## config.mk

```make
export PLATFORM = sky130hd
export DESIGN_NAME = fdc_top
export DESIGN_NICKNAME = d
export VERILOG_FILES = /design/src/hw/fdc_pkg.sv /design/src/hw/fdc_top.sv /design/src/hw/fdc_drive_state.sv /design/src/hw/fdc_command_fsm.sv /design/src/hw/fdc_host_port.sv
export SDC_FILE = /design/constraint.sdc
export NUM_CORES = 1
export LEC_CHECK = 0
export BUFFER_PORTS_ARGS = -buffer_cell sky130_fd_sc_hd__buf_2
export CAP_MARGIN = 20
export CORE_UTILIZATION = 40
export DETAILED_ROUTE_END_ITERATION = 10
export GPL_TIMING_DRIVEN = 0
export PLACE_DENSITY = 0.66
export SYNTH_ARGS = -nofsm -noshare
export SYNTH_HDL_FRONTEND = slang
export SYNTH_SLANG_ARGS = --single-unit
```

## constraint.sdc

```tcl
create_clock -name clk_sys -period 3.35 [get_ports clk_sys]
set_input_delay 0.1675 -clock clk_sys [delete_from_list [all_inputs] [get_ports clk_sys]]
set_output_delay 0.1675 -clock clk_sys [all_outputs]
set_load 0.02 [all_outputs]
```

## src/hw/fdc_pkg.sv

```systemverilog
// fdc shared definitions

package fdc_pkg;

	// ==============================
	// data types
	// ==============================

	typedef logic [7:0] byte_t;  // one host data byte

	// command phases, 2 bits
	typedef enum logic [1:0] {
		phase_idle,     // waiting for an opcode
		phase_params,   // collecting parameter bytes
		phase_result,   // host reads result bytes
		phase_invalid   // single 0x80 result
	} fdc_phase_t;

	// ==============================
	// opcodes, full first byte
	// ==============================

	localparam byte_t op_specify     = 8'h03;
	localparam byte_t op_sense_drive = 8'h04;
	localparam byte_t op_recalibrate = 8'h07;
	localparam byte_t op_sense_int   = 8'h08;
	localparam byte_t op_seek        = 8'h0F;

	// main status register bits
	localparam logic [2:0] msr_rqm = 3'd7;
	localparam logic [2:0] msr_dio = 3'd6;
	localparam logic [2:0] msr_cb  = 3'd4;

	// st3 bits
	localparam logic [2:0] st3_t0  = 3'd4;
	localparam logic [2:0] st3_rdy = 3'd5;
	localparam logic [2:0] st3_wp  = 3'd6;

	// st0 values after seek / recal / bad command
	localparam byte_t st0_seek_ok  = 8'h20;  // seek end
	localparam byte_t st0_seek_err = 8'hE8;  // abnormal, seek end, not ready
	localparam byte_t st0_invalid  = 8'h80;

	localparam byte_t idle_data_byte = 8'hFF;  // data read with nothing to return

endpackage
```

## src/hw/fdc_top.sv

```systemverilog
// fdc core top level

`timescale 1ns/1ps

module fdc_top import fdc_pkg::*; (
	input  logic  clk_sys,
	input  logic  rst,
	input  logic  ready,
	input  logic  disk_present,
	input  byte_t disk_tracks,
	input  logic  a0,
	input  logic  nRD,
	input  logic  nWR,
	input  byte_t din,
	output byte_t dout
);

	// host port <-> fsm
	logic  data_wr;
	logic  data_rd;
	byte_t wr_byte;
	byte_t result_byte;
	logic  dio;
	logic  cb;

	// fsm <-> drive state
	logic  seek_req;
	logic  recal_req;
	logic  int_ack;
	logic  int_pending;
	byte_t ncn;
	byte_t pcn;
	byte_t st0;
	byte_t st3;

	fdc_host_port u_host_port (
		.clk_sys, .rst, .nRD, .nWR, .a0, .din, .result_byte, .dio, .cb,
		.data_wr, .data_rd, .wr_byte, .dout
	);

	fdc_command_fsm u_command_fsm (
		.clk_sys, .rst, .data_wr, .data_rd, .wr_byte, .pcn, .st0, .st3, .int_pending,
		.result_byte, .dio, .cb, .seek_req, .recal_req, .ncn, .int_ack
	);

	fdc_drive_state u_drive_state (
		.clk_sys, .rst, .ready, .disk_present, .disk_tracks, .seek_req, .recal_req,
		.ncn, .int_ack, .pcn, .st0, .st3, .int_pending
	);

endmodule

```

## src/hw/fdc_drive_state.sv

```systemverilog
// fdc drive state

`timescale 1ns/1ps

module fdc_drive_state import fdc_pkg::*; (
	input  logic  clk_sys,
	input  logic  rst,
	input  logic  ready,
	input  logic  disk_present,
	input  byte_t disk_tracks,
	input  logic  seek_req,
	input  logic  recal_req,
	input  byte_t ncn,
	input  logic  int_ack,
	output byte_t pcn,
	output byte_t st0,
	output byte_t st3,
	output logic  int_pending
);

	logic seek_ok;
	logic t0;  // head on track 0

	// track 0 is always reachable, others need a ready disk
	assign seek_ok = (ncn == '0) || (ready && disk_present && (ncn < disk_tracks));

	always_ff @(posedge clk_sys) begin
		if (rst) begin
			pcn         <= '0;
			st0         <= '0;
			t0          <= 1'b1;
			int_pending <= 1'b0;
		end else begin
			if (recal_req) begin
				pcn <= '0;
				st0 <= st0_seek_ok;
				t0  <= 1'b1;
			end else if (seek_req) begin
				if (seek_ok) begin
					pcn <= ncn;
					st0 <= st0_seek_ok;
					t0  <= (ncn == '0);
				end else begin
					st0 <= st0_seek_err;  // head stays put
				end
			end

			// a new request wins over the ack
			if (seek_req || recal_req)
				int_pending <= 1'b1;
			else if (int_ack)
				int_pending <= 1'b0;
		end
	end

	// st3, write protected without a disk
	always_comb begin
		st3 = '0;
		st3[st3_wp]  = ~disk_present;
		st3[st3_rdy] = disk_present;
		st3[st3_t0]  = t0;
	end

endmodule

```

## src/hw/fdc_command_fsm.sv

```systemverilog
// fdc command sequencer

`timescale 1ns/1ps

module fdc_command_fsm import fdc_pkg::*; (
	input  logic  clk_sys,
	input  logic  rst,
	input  logic  data_wr,
	input  logic  data_rd,
	input  byte_t wr_byte,
	input  byte_t pcn,
	input  byte_t st0,
	input  byte_t st3,
	input  logic  int_pending,
	output byte_t result_byte,
	output logic  dio,
	output logic  cb,
	output logic  seek_req,
	output logic  recal_req,
	output byte_t ncn,
	output logic  int_ack
);

	fdc_phase_t phase;
	byte_t      cmd;          // accepted opcode
	logic       param_cnt;    // set after the first parameter byte
	logic       res_idx;      // result byte index
	logic       drive_sel;    // us0 of sense drive status
	logic       last_param;
	logic       last_result;
	byte_t      result_next;

	// specify and seek take two bytes, the rest one
	assign last_param  = ((cmd == op_specify) || (cmd == op_seek)) ? param_cnt : 1'b1;
	assign last_result = (cmd == op_sense_int) ? res_idx : 1'b1;

	// ==============================
	// drive requests
	// ==============================

	assign int_ack   = data_wr && (phase == phase_idle);
	assign recal_req = data_wr && (phase == phase_params) && (cmd == op_recalibrate);
	assign seek_req  = data_wr && (phase == phase_params) && (cmd == op_seek) && last_param;
	assign ncn       = wr_byte;  // the host port holds the last byte written

	// status register levels
	assign dio = (phase == phase_result) || (phase == phase_invalid);
	assign cb  = (phase == phase_params) || (phase == phase_result);

	// ==============================
	// phase sequencing
	// ==============================

	always_ff @(posedge clk_sys) begin
		if (rst) begin
			phase     <= phase_idle;
			cmd       <= '0;
			param_cnt <= 1'b0;
			res_idx   <= 1'b0;
		end else begin
			case (phase)
				phase_idle: begin
					if (data_wr) begin
						cmd       <= wr_byte;
						param_cnt <= 1'b0;
						res_idx   <= 1'b0;
						case (wr_byte)
							op_specify, op_sense_drive, op_recalibrate, op_seek:
								phase <= phase_params;
							// pending flag sampled before int_ack clears it
							op_sense_int:
								phase <= int_pending ? phase_result : phase_invalid;
							default:
								phase <= phase_invalid;
						endcase
					end
				end
				phase_params: begin
					if (data_wr) begin
						param_cnt <= 1'b1;
						if (last_param)
							phase <= (cmd == op_sense_drive) ? phase_result : phase_idle;
					end
				end
				phase_result: begin
					if (data_rd) begin
						res_idx <= 1'b1;
						if (last_result)
							phase <= phase_idle;
					end
				end
				phase_invalid: begin
					if (data_rd)
						phase <= phase_idle;
				end
				default: phase <= phase_idle;
			endcase
		end
	end

	// drive select bit of the sense drive status byte
	always_ff @(posedge clk_sys) begin
		if (data_wr && (phase == phase_params) && (cmd == op_sense_drive))
			drive_sel <= wr_byte[0];
	end

	// ==============================
	// result byte
	// ==============================

	always_comb begin
		result_next = idle_data_byte;
		case (phase)
			phase_result: begin
				if (cmd == op_sense_int)
					result_next = res_idx ? pcn : st0;
				else
					result_next = drive_sel ? 8'h01 : st3;  // only drive 0 exists
			end
			phase_invalid: result_next = st0_invalid;
			default:       result_next = idle_data_byte;
		endcase
	end

	// one cycle behind the phase, settled long before the next read
	always_ff @(posedge clk_sys) begin
		if (rst)
			result_byte <= idle_data_byte;
		else
			result_byte <= result_next;
	end

endmodule

```

## src/hw/fdc_host_port.sv

```systemverilog
// fdc host bus port

`timescale 1ns/1ps

module fdc_host_port import fdc_pkg::*; (
	input  logic  clk_sys,
	input  logic  rst,
	input  logic  nRD,
	input  logic  nWR,
	input  logic  a0,
	input  byte_t din,
	input  byte_t result_byte,
	input  logic  dio,
	input  logic  cb,
	output logic  data_wr,
	output logic  data_rd,
	output byte_t wr_byte,
	output byte_t dout
);

	logic  wr_lvl;   // write strobe active, read idle
	logic  rd_lvl;
	logic  wr_prev;
	logic  rd_prev;
	logic  wr_evt;
	logic  rd_evt;
	logic  stat_rd;  // status register read pulse
	byte_t msr;

	assign wr_lvl = ~nWR & nRD;
	assign rd_lvl = ~nRD & nWR;
	assign wr_evt = wr_lvl & ~wr_prev;
	assign rd_evt = rd_lvl & ~rd_prev;

	// rqm stays set, no execution phase here
	always_comb begin
		msr = '0;
		msr[msr_rqm] = 1'b1;
		msr[msr_dio] = dio;
		msr[msr_cb]  = cb;
	end

	always_ff @(posedge clk_sys) begin
		if (rst) begin
			wr_prev <= 1'b0;
			rd_prev <= 1'b0;
			data_wr <= 1'b0;
			data_rd <= 1'b0;
			stat_rd <= 1'b0;
			dout    <= '0;
		end else begin
			wr_prev <= wr_lvl;
			rd_prev <= rd_lvl;
			data_wr <= wr_evt & a0;  // a0 low writes go nowhere
			data_rd <= rd_evt & a0;
			stat_rd <= rd_evt & ~a0;
			if (stat_rd)
				dout <= msr;
			else if (data_rd)
				dout <= result_byte;  // fsm steps on the same edge
		end
	end

	// data byte latch, held until the next write
	always_ff @(posedge clk_sys) begin
		if (wr_evt & a0)
			wr_byte <= din;
	end

endmodule

```

# == Word level (Yosys, flattened, before mapping) ==
# Cells that the tools add are included.
# word_totals
latchBits,0
in_bits,23
memories,0
ramBits,0
reg_bits,60
romBits,0
output_inout_bits,8
# classes
div_mod_pow,0
shifts,0
muxes,28
mul,0
reduce_logical,28
addsub,0
order_cmp,1
eq_ne,19
n_bitwise,13
# ops
operator,n
8-bit 2-to-1 mux,5
"8-bit by 3-bit equality test with 1-bit output, second input constant",4
"8-bit by 4-bit equality test with 1-bit output, second input constant",4
"8-bit by 2-bit equality test with 1-bit output, second input constant",2
8-bit one-hot mux with 2 select lines,1
2-bit 2-to-1 mux,7
6-bit 2-to-1 mux,2
2-bit nonzero test,5
1-bit logical AND,8
8-bit zero test,1
8-bit less-than comparator,1
1-bit 2-to-1 mux,8
"2-bit != test, second input constant",4
2-bit one-hot mux with 4 select lines,1
1-bit bitwise AND,7
7-bit 2-to-1 mux,1
1-bit inverter,6
3-bit AND reduction,2
6-bit AND reduction,1
1-bit logical OR,5
"2-bit equality test, second input constant",2
"2-bit by 1-bit != test with 1-bit output, second input constant",2
1-bit one-hot mux with 2 select lines,2
2-bit one-hot mux with 2 select lines,1
other kinds (5),7

# == Logic depth before layout (Yosys ltp) ==
# Gate-level depths: netlist (run 1).
# logic_depth
word_depth,6
mapped_depth,7

# == By module ==
# A second synthesis (run 1) with hierarchy kept.
# hier_totals
cells_unflattened,307
area_unflattened_um2,2894.0
# modules_own_cells
mod,cells_per_inst,instances,area_each_um2,seq_area_each_um2
fdc_command_fsm,142,1,1268.7,430.4
fdc_drive_state,113,1,909.6,240.2
fdc_host_port,52,1,715.7,500.5

# == Worst setup path after synthesis (run 1) ==
# Ideal clock, no wire load.
# synth_timing
kind,reg-to-reg
from,register u_host_port.wr_byte[4]
to,register u_drive_state.pcn[0]
arrival_ns,1.837
path_buffers,0
stages_incl_launch_ff,6
setup_slack_ns,1.375
path_cell_list,edfxtp_1 -> or4_4 -> or4_4 -> nor4_4 -> a21oi_2 -> mux2i_1
# synth_via
elab_chain_len,4
elab_cells_between_ends,5
cone_classes,order compare: 1; reduce/logical: 4
# synth_rtl
element,line,source
start: declaration,fdc_host_port.sv:17,"output byte_t wr_byte,"
start signal: assignment,fdc_host_port.sv:67,wr_byte <= din;
8-bit less-than comparator,fdc_drive_state.sv:25,assign seek_ok = (ncn == '0) || (ready && disk_present && (ncn < disk_tracks));
1-bit logical AND,fdc_drive_state.sv:25,
1-bit logical OR *,fdc_drive_state.sv:25,
2-bit AND reduction (no line) *,--,
end signal: assignment,fdc_drive_state.sv:40,pcn <= ncn;
end: declaration,fdc_drive_state.sv:15,"output byte_t pcn,"
# Every way passes the cells marked *; elsewhere a longest branch is shown, timed or not.
# A chain may end at the register's enable or synchronous reset.

# == Worst setup path in the final report (run 1) ==
# layout_timing
from,register u_host_port.wr_byte[4]
to,register u_drive_state.pcn[1]
# The elaborated chain is that of the path after synthesis.

==> out/results.ini, run 1 <==
[run_status]
outcome = complete, no violations

[sta]
whs_ns = 0.0263
finalSetupViolCount = 0
fin_crit_ns = 2.14
fmax_ghz = 0.467
worst_clock_skew_ns = 0.00627
finalCritPeriodShare_pct = 63.9
relSlewSlack_pct = 51.4
rsz0062_at_grt = no
slew_viol_final = 0
setup_ws_ns = 1.21
worstMarginPinSlew_ns = 0.719
final.setup.tns_ns = 0
hold_viol = 0

[critical_path]
critPathKind = reg2reg
slowest_delay_ns = 0.57
critPathTopFamily = simple AND/OR/NAND/NOR gates
cp.required_ns = 3.53
slowest_stage = or4_4
crit_top_cell = or4_4
crit_fanout = 8
crit_chain = or4_4, or4_4, nor4_4, a21oi_2, mux2i_1
end_kind = flop
critPathBufInv = 0
ff2ff_path_depth = 5
arrival_ns = 2.32
startpoint_type = flop
cp_num_cells = 5

[final_layout]
diodes = 0
mostFrequentLayoutCell = dfxtp_1
area_delta_synth_final_pct = 15.7
stdcell_area_sq_um = 2770
drive_gt1_share_pct = 16.4
mostFrequentLayoutCells = 45 x dfxtp_1, 41 x nand2_1, 29 x buf_2
fin_nets = 326

[power_and_ir_drop]
p_leak_uw = 0.00113
ir_drop_uv = 229
power_density_nw_per_um2 = 526

[cts]
clockRootBuffer = clkbuf_8
numCtsBuffers = 5
clk_latency_ns = 0.31
htree_levels = 2
ctsResizeCount = 0
path_clk_slew_ns = 0.10
postCtsSetupBuffers = 0
cts_tree = done
clk_path_buf_depth = 2
ctsHoldBuffers = 0
cts_sinks = 54

[drt]
remaining_drc_errors = 0
wl_per_cell_um = 13.4
drt_iter0_drc = 53
vias = 1865
ant_nets = 0
routed_wl_mm = 4.90
detail_route.vias_per_cell = 5.11
drt_first_pass_iters = 4

[global_route]
grt_pass1_vias = 1733
track_usage_pct = 16.5
grt_max_degree = 18
grt_pass1_wl_mm = 7.98
globalRoute.totalOverflow = 0
antenna_found_initial = 0

[synth]
yosysWarnings = 0
syn_area_sq_um = 2390
synth_top_family_by_area = simple AND/OR/NAND/NOR gates
synthTopCellsByArea = dfxtp_1 38%, edfxtp_1 11%, nand2_1 6.4%, mux2i_1 6.3%, ha_1 5.8%
yosys.area_share.simple_pct = 23.1
ys_seq_area_share_pct = 49.0
synthCells = 255
synthesis.nets = 289
synth_compound_area_share_pct = 12.3
yosysTopAreaCellShare_pct = 37.7
ys_ff_latch = 54
syn_area_per_cell_sq_um = 9.38
synthAdderAreaFrac_pct = 5.75
synth_top_area_cell = dfxtp_1
synth_mux_area_share_pct = 6.28
ys_types = 40
synth_xor_xnor_area_share_pct = 0

[placement]
dp_slack_ns = 1.22
place_hpwl_mm = 3.68
place_congestion = 0.802
port_buffers = 29
place_area_sq_um = 2640

[die]
die_h_um = 79.3
design.die.area_sq_um = 6290
start_util_pct = 42.4
fp-row-count = 27
coreArea_sq_um = 5640
ios = 31
die_x_um = 79.3

[hold_path]
hold_path.class = in2reg
holdPathStages = 2

[flow_run]
cap_violations = 0

flip-flops by register name, summed over array words and instances (netlist names), 2 cells and up:
signal,count
u_drive_state.st0,2
u_host_port.dout,8
u_command_fsm.cmd,8
u_command_fsm.result_byte,8
u_drive_state.pcn,8
u_host_port.wr_byte,8
u_command_fsm.phase,2
layout make-up:
cell class / instances / area (sq um)
flip-flops and latches: 54 / 1170
multi-input cells: 178 / 1140
clock inverters: 1 / 8.76
fillers: 533 / 2870
clock buffers: 7 / 119
inverters: 12 / 45.0
well taps: 72 / 90.1
repair buffers: 30 / 153
plain buffers: 11 / 41.3
cell families after synthesis:
logic type,count (synthesis)
flip-flops,54
buffers and inverters,23
adder cells (fa/ha/maj),11
AO/OA/AOI/OAI,45
AND/OR/NAND/NOR,107
multiplexers,15
metal layers:
| metal | GRT usage (%) | part of all wire (%) |
|---|---|---|
| met3 | 4.37 | 3.7 |
| met1 | 20.6 | 48 |
| met5 | 0 | 0 |
| met2 | 27.7 | 47 |
| met4 | 4.91 | 0.86 |
power by group:
group	total (uW)	switching, uW	internal (uW)
Clock	456	217	239
Sequential	733	27.1	706
Combinational	268	165	104
Total	1460	408	1050
worst paths after layout:
check / from / to / slack (ns)
hold / removal: a0 / u_host_port.stat_rd / 0.03
setup / recovery: u_host_port.wr_byte[4] / u_drive_state.pcn[1] / 1.21
hold reg to reg: u_host_port.rd_prev / u_host_port.stat_rd / 0.43
setup reg to reg: u_host_port.wr_byte[4] / u_drive_state.pcn[1] / 1.21
through the flow:
| step | instances | util, % | power, uW |
|---|---|---|---|
| 6_report | 365 | 49.1 | 1460 |
| 5_1_grt | 365 | 49.1 | 1540 |
| 4_1_cts | 365 | 49.1 | 1470 |
| 3_5_place_dp | 357 | 46.8 | 1010 |
| 3_3_place_gp | 356 | 46.6 | 1010 |
| 2_1_floorplan | 255 | - | 934 |
synthesized netlist by cell type:
master    count
dfxtp_1      45
nand2_1      41
nor2_1       24
a21oi_1      19
mux2i_1      15
inv_1        12
ha_1         11
edfxtp_1      9
nor3_1        9
clkbuf_1      8
nor2b_1       8
a211oi_1      4
o21ai_1       4
a31oi_1       3
and3_1        3
buf_1         3
nand4_1       3
nor3b_1       3
nand2b_1      2
nand3_1       2
nand3_2       2
nor4_2        2
nor4b_1       2
o211ai_1      2
o21ai_0       2
o31ai_1       2
or4_4         2
a21bo_1       1
a21oi_2       1
a221oi_1      1
a22oi_1       1
a41oi_1       1
and2_1        1
nand3b_1      1
nor4_4        1
nor4bb_1      1
o211a_1       1
o22ai_1       1
o311a_1       1
o31ai_4       1
Note: power is estimated with default switching activity, not from simulation.
==> run 2: changes to the inputs <==
==> constraint.sdc (replaced) <==
create_clock -name clk_sys -period 2 [get_ports clk_sys]
set_input_delay 0.1 -clock clk_sys [delete_from_list [all_inputs] [get_ports clk_sys]]
set_output_delay 0.1 -clock clk_sys [all_outputs]
set_load 0.02 [all_outputs]
==> out/results.ini, run 2 (synthesis gave the netlist of run 1 again) <==
[sta]
fin_crit_ns = 2.08
finalSetupViolCount = 10
finalCritPeriodShare_pct = 104
hold_viol = 0
slew_viol_final = 0
rsz0062_at_grt = yes
whs_ns = 0.0568
setup_ws_ns = -0.0753
relSlewSlack_pct = 60.5
worst_clock_skew_ns = 0.00451
fmax_ghz = 0.482
worstMarginPinSlew_ns = 0.592

[drt]
wl_per_cell_um = 13.4
detail_route.vias_per_cell = 5.07
drt_first_pass_iters = 4
drt_iter0_drc = 64
remaining_drc_errors = 0
routed_wl_mm = 5.10
ant_nets = 0
vias = 1928

[hold_path]
hold_start = nRD
hold_path.class = in2reg

[critical_path]
ff2ff_path_depth = 5
crit_fanout = 8
crit_top_cell = or4_4
critPathKind = reg2reg
crit_chain = or4_4, or4_4, nor4_4, a21oi_4, mux2i_1
critPathCapture = u_drive_state.pcn[1]
worst-r2r-setup-slack_ns = -0.08
slowest_delay_ns = 0.56
cp.required_ns = 2.19
slowest_stage = or4_4
startpoint_type = flop
timing.rr.end = u_drive_state.pcn[1]
arrival_ns = 2.26
critPathBufInv = 0
critPathTopFamily = simple AND/OR/NAND/NOR gates
rr_startpoint = u_host_port.wr_byte[4]
cp_num_cells = 5
startpoint = u_host_port.wr_byte[4]
end_kind = flop

[cts]
clockRootBuffer = clkbuf_8
clk_path_buf_depth = 2
htree_levels = 2
path_clk_slew_ns = 0.10
cts_sinks = 54
numCtsBuffers = 5
cts_tree = done
clk_latency_ns = 0.31

[placement]
place_congestion = 0.802
port_buffers = 29
place_hpwl_mm = 3.68
dp_cells = 357
place_area_sq_um = 2640

[global_route]
antenna_found_initial = 0
grt_max_degree = 18
globalRoute.totalOverflow = 0
grt_pass1_wl_mm = 8.34
grt_pass1_vias = 1813
track_usage_pct = 17.3

[final_layout]
finalCoreUtilization_pct = 52.1
stdcell_area_sq_um = 2940
instances_no_fill = 380
mostFrequentLayoutCells = 45 x dfxtp_1, 41 x nand2_1, 29 x buf_2
fin_nets = 341
mostFrequentLayoutCell = dfxtp_1
diodes = 0
drive_gt1_share_pct = 17.9
area_delta_synth_final_pct = 22.8
fill_cells = 516

[die]
design.die.area_sq_um = 6290
start_util_pct = 42.4
fp-row-count = 27
coreArea_sq_um = 5640
die_h_um = 79.3
ios = 31
die_x_um = 79.3

[power_and_ir_drop]
power_density_nw_per_um2 = 841
ir_drop_uv = 385
power.total_uw = 2470
p_leak_uw = 0.00121

[run_status]
outcome = finished, violations left
failed_checks = negative setup slack

[flow_run]
cap_violations = 0

-- run 2: cell type report --
class | instances | area [sq um] | share of cell area (%)
sequential | 54 | 1170 | 39.9
multi-input combinational | 178 | 1170 | 39.9
timing repair buffer | 45 | 290 | 9.88
clock buffer | 7 | 119 | 4.05
tap | 72 | 90.1 | 3.07
inverter | 12 | 45.0 | 1.53
buffer | 11 | 41.3 | 1.41
clock inverter | 1 | 8.76 | 0.298
-- run 2: routing by layer --
| metal | wire length [um] | vias to the layer above | share of wire (%) | global-route usage, % |
|---|---|---|---|---|
| li1 | - | 991 | - | - |
| met1 | 2410 | 891 | 47 | 21.5 |
| met2 | 2480 | 40 | 49 | 29.3 |
| met3 | 166 | 6 | 3.3 | 4.37 |
| met4 | 48 | 0 | 0.94 | 4.91 |
| met5 | 0 | - | 0 | 0 |
-- run 2: stage by stage --
step	setup TNS, ns	setup WS (ns)
detailed placement	-0.917	-0.129
floorplan	0	0.0250
finish	-0.499	-0.0753
global placement	-2.46	-0.208
global route	-0.941	-0.119
CTS	-0.432	-0.0682
-- run 2: how the worst min path moves through the flow --
stage	endpoint	slack, ns	cells after the start
global route	u_host_port.wr_prev	0.04	2
detailed placement	u_host_port.wr_byte[7]	0.28	1
floorplan	u_host_port.wr_prev	0.18	1
global placement	u_host_port.wr_byte[4]	0.28	1
CTS	u_host_port.wr_prev	0.05	2
finish	u_host_port.wr_prev	0.06	2
-- run 2: power breakdown --
| part | internal [uW] | switching [uW] | total, uW |
|---|---|---|---|
| Clock | 401 | 361 | 762 |
| Combinational | 195 | 284 | 479 |
| Sequential | 1180 | 46.4 | 1230 |
| Total | 1780 | 691 | 2470 |
-- run 2: what timing repair did --
item                                    CTS  global route
resized for setup                         2             2
endpoints found under the hold margin    10             0
setup buffers                             4             1
endpoints found under the setup margin    8            12
pin swaps                                 0             3
hold buffers                             10             0
==> run 3: changes to the inputs <==
--- a/config.mk
+++ b/config.mk
@@ -7,10 +7,10 @@
 export LEC_CHECK = 0
 export BUFFER_PORTS_ARGS = -buffer_cell sky130_fd_sc_hd__buf_2
 export CAP_MARGIN = 20
-export CORE_UTILIZATION = 40
+export CORE_UTILIZATION = 57
 export DETAILED_ROUTE_END_ITERATION = 10
 export GPL_TIMING_DRIVEN = 0
-export PLACE_DENSITY = 0.66
+export PLACE_DENSITY = 0.86
 export SYNTH_ARGS = -nofsm -noshare
 export SYNTH_HDL_FRONTEND = slang
 export SYNTH_SLANG_ARGS = --single-unit
==> out/results.ini, run 3 (synthesis gave the netlist of run 1 again) <==
[critical_path]
critPathKind = reg2reg
ff2ff_path_depth = 5
startpoint_type = flop
slowest_stage = or4_4
critPathBufInv = 0
worst-r2r-setup-slack_ns = -0.09
critPathTopFamily = simple AND/OR/NAND/NOR gates
timing.rr.end = u_drive_state.pcn[1]
cp.required_ns = 2.19
crit_fanout = 8
crit_top_cell = or4_4
crit_chain = or4_4, or4_4, nor4_4, a21oi_4, mux2i_1
rr_startpoint = u_host_port.wr_byte[4]
end_kind = flop
arrival_ns = 2.28
slowest_delay_ns = 0.57

[global_route]
antenna_found_initial = 0
grt_max_degree = 17
globalRoute.totalOverflow = 0
grt_pass1_wl_mm = 8.42
grt_pass1_vias = 1873
track_usage_pct = 26.1

[placement]
place_congestion = 0.890
place_hpwl_mm = 3.50
port_buffers = 29

[final_layout]
area_delta_synth_final_pct = 22.3
mostFrequentLayoutCell = dfxtp_1
fin_nets = 345
diodes = 0
drive_gt1_share_pct = 18.9
mostFrequentLayoutCells = 45 x dfxtp_1, 41 x nand2_1, 29 x buf_2

[cts]
cts_sinks = 54
clk_latency_ns = 0.31
cts_tree = done
clockRootBuffer = clkbuf_8
clk_path_buf_depth = 2
numCtsBuffers = 5
path_clk_slew_ns = 0.09
htree_levels = 2

[power_and_ir_drop]
power_density_nw_per_um2 = 813
p_leak_uw = 0.00122
ir_drop_uv = 506
power.total_uw = 2380

[sta]
worst_clock_skew_ns = 0.00389
fmax_ghz = 0.479
finalSetupViolCount = 11
worstMarginPinSlew_ns = 0.607
hold_viol = 0
relSlewSlack_pct = 59.6
slew_viol_final = 0
whs_ns = 0.0572
rsz0062_at_grt = yes
fin_crit_ns = 2.09
finalCritPeriodShare_pct = 104
setup_ws_ns = -0.0868

[hold_path]
holdPathStages = 2
whs_endpoint = u_host_port.wr_prev
hold_start = nRD
hold_path.class = in2reg

[flow_run]
cap_violations = 0

[drt]
remaining_drc_errors = 0
routed_wl_mm = 5.35
drt_iter0_drc = 124
vias = 1998
ant_nets = 0
wl_per_cell_um = 14.8
detail_route.vias_per_cell = 5.52
drt_first_pass_iters = 4

[die]
die_h_um = 66.8
design.die.area_sq_um = 4460
fp-row-count = 23
die_x_um = 66.8
coreArea_sq_um = 4030
ios = 31
start_util_pct = 59.4

[run_status]
failed_checks = negative setup slack
outcome = finished, violations left

-- run 3: cell types whose count changed in the layout (fill, tap and decap cells not counted), sizes merged --
cell	delta
buf	+4
-- run 3: routing by layer --
layer / track usage (%) / routed length, um / up-vias
li1: - / - / 1009
met1: 30.0 / 2300 / 928
met3: 6.34 / 198 / 11
met5: 0 / 0 / -
met2: 45.7 / 2740 / 50
met4: 10.9 / 111 / 0
-- run 3: final cells by class --
| cell class | instances | area [sq um] |
|---|---|---|
| Sequential cell | 54 | 1170 |
| Clock inverter | 1 | 8.76 |
| Fill cell | 290 | 1100 |
| Buffer | 11 | 41.3 |
| Inverter | 12 | 45.0 |
| Multi-Input combinational cell | 178 | 1180 |
| Clock buffer | 7 | 96.3 |
| Tap cell | 50 | 62.6 |
| Timing Repair Buffer | 49 | 320 |
-- run 3: repair_timing --
| item | 4_1_cts | 5_1_grt |
|---|---|---|
| hold endpoints to repair | 10 | 0 |
| resized for setup | 3 | 2 |
| endpoints found under the setup margin | 9 | 12 |
| hold buffers | 10 | 0 |
| setup buffers | 7 | 2 |
| pin swaps | 0 | 3 |
-- run 3: worst reg2reg max path, cell delays in order (launching register included) --
cell and delay [ns]:
edfxtp_1 0.44, or4_4 0.57, or4_4 0.46, nor4_4 0.23
a21oi_4 0.13, mux2i_1 0.15
-- run 3: metrics by stage --
step	setup WS, ns	TNS (ns)	instance area [sq um]	utilization (%)	instances
detailed placement	-0.154	-1.12	2610	64.9	335
finish	-0.0868	-0.654	2930	72.6	362
global route	-0.160	-1.46	2930	72.6	362
CTS	-0.0624	-0.389	2900	71.9	360
floorplan	0.0250	0	2390	-	255
global placement	-0.121	-1.05	2600	64.5	334
-- run 3: how the worst max path moves through the flow --
stage / start / endpoint / slack (ns) / cells after the start
final: u_host_port.wr_byte[4] / u_drive_state.pcn[1] / -0.09 / 5
after global routing: u_host_port.wr_byte[4] / u_drive_state.pcn[0] / -0.16 / 5
after CTS: u_host_port.wr_byte[4] / u_drive_state.pcn[1] / -0.06 / 5
after detailed placement: u_host_port.wr_byte[4] / u_drive_state.pcn[1] / -0.15 / 5
after global placement: u_host_port.wr_byte[4] / u_drive_state.pcn[1] / -0.12 / 5
after floorplan: u_host_port.wr_byte[4] / u_drive_state.pcn[0] / 0.03 / 5
-- run 3: report_power, final --
part	total, uW	internal [uW]	switching, uW
Combinational	486	197	289
Sequential	1230	1180	43.5
Clock	665	318	348
Total	2380	1700	680
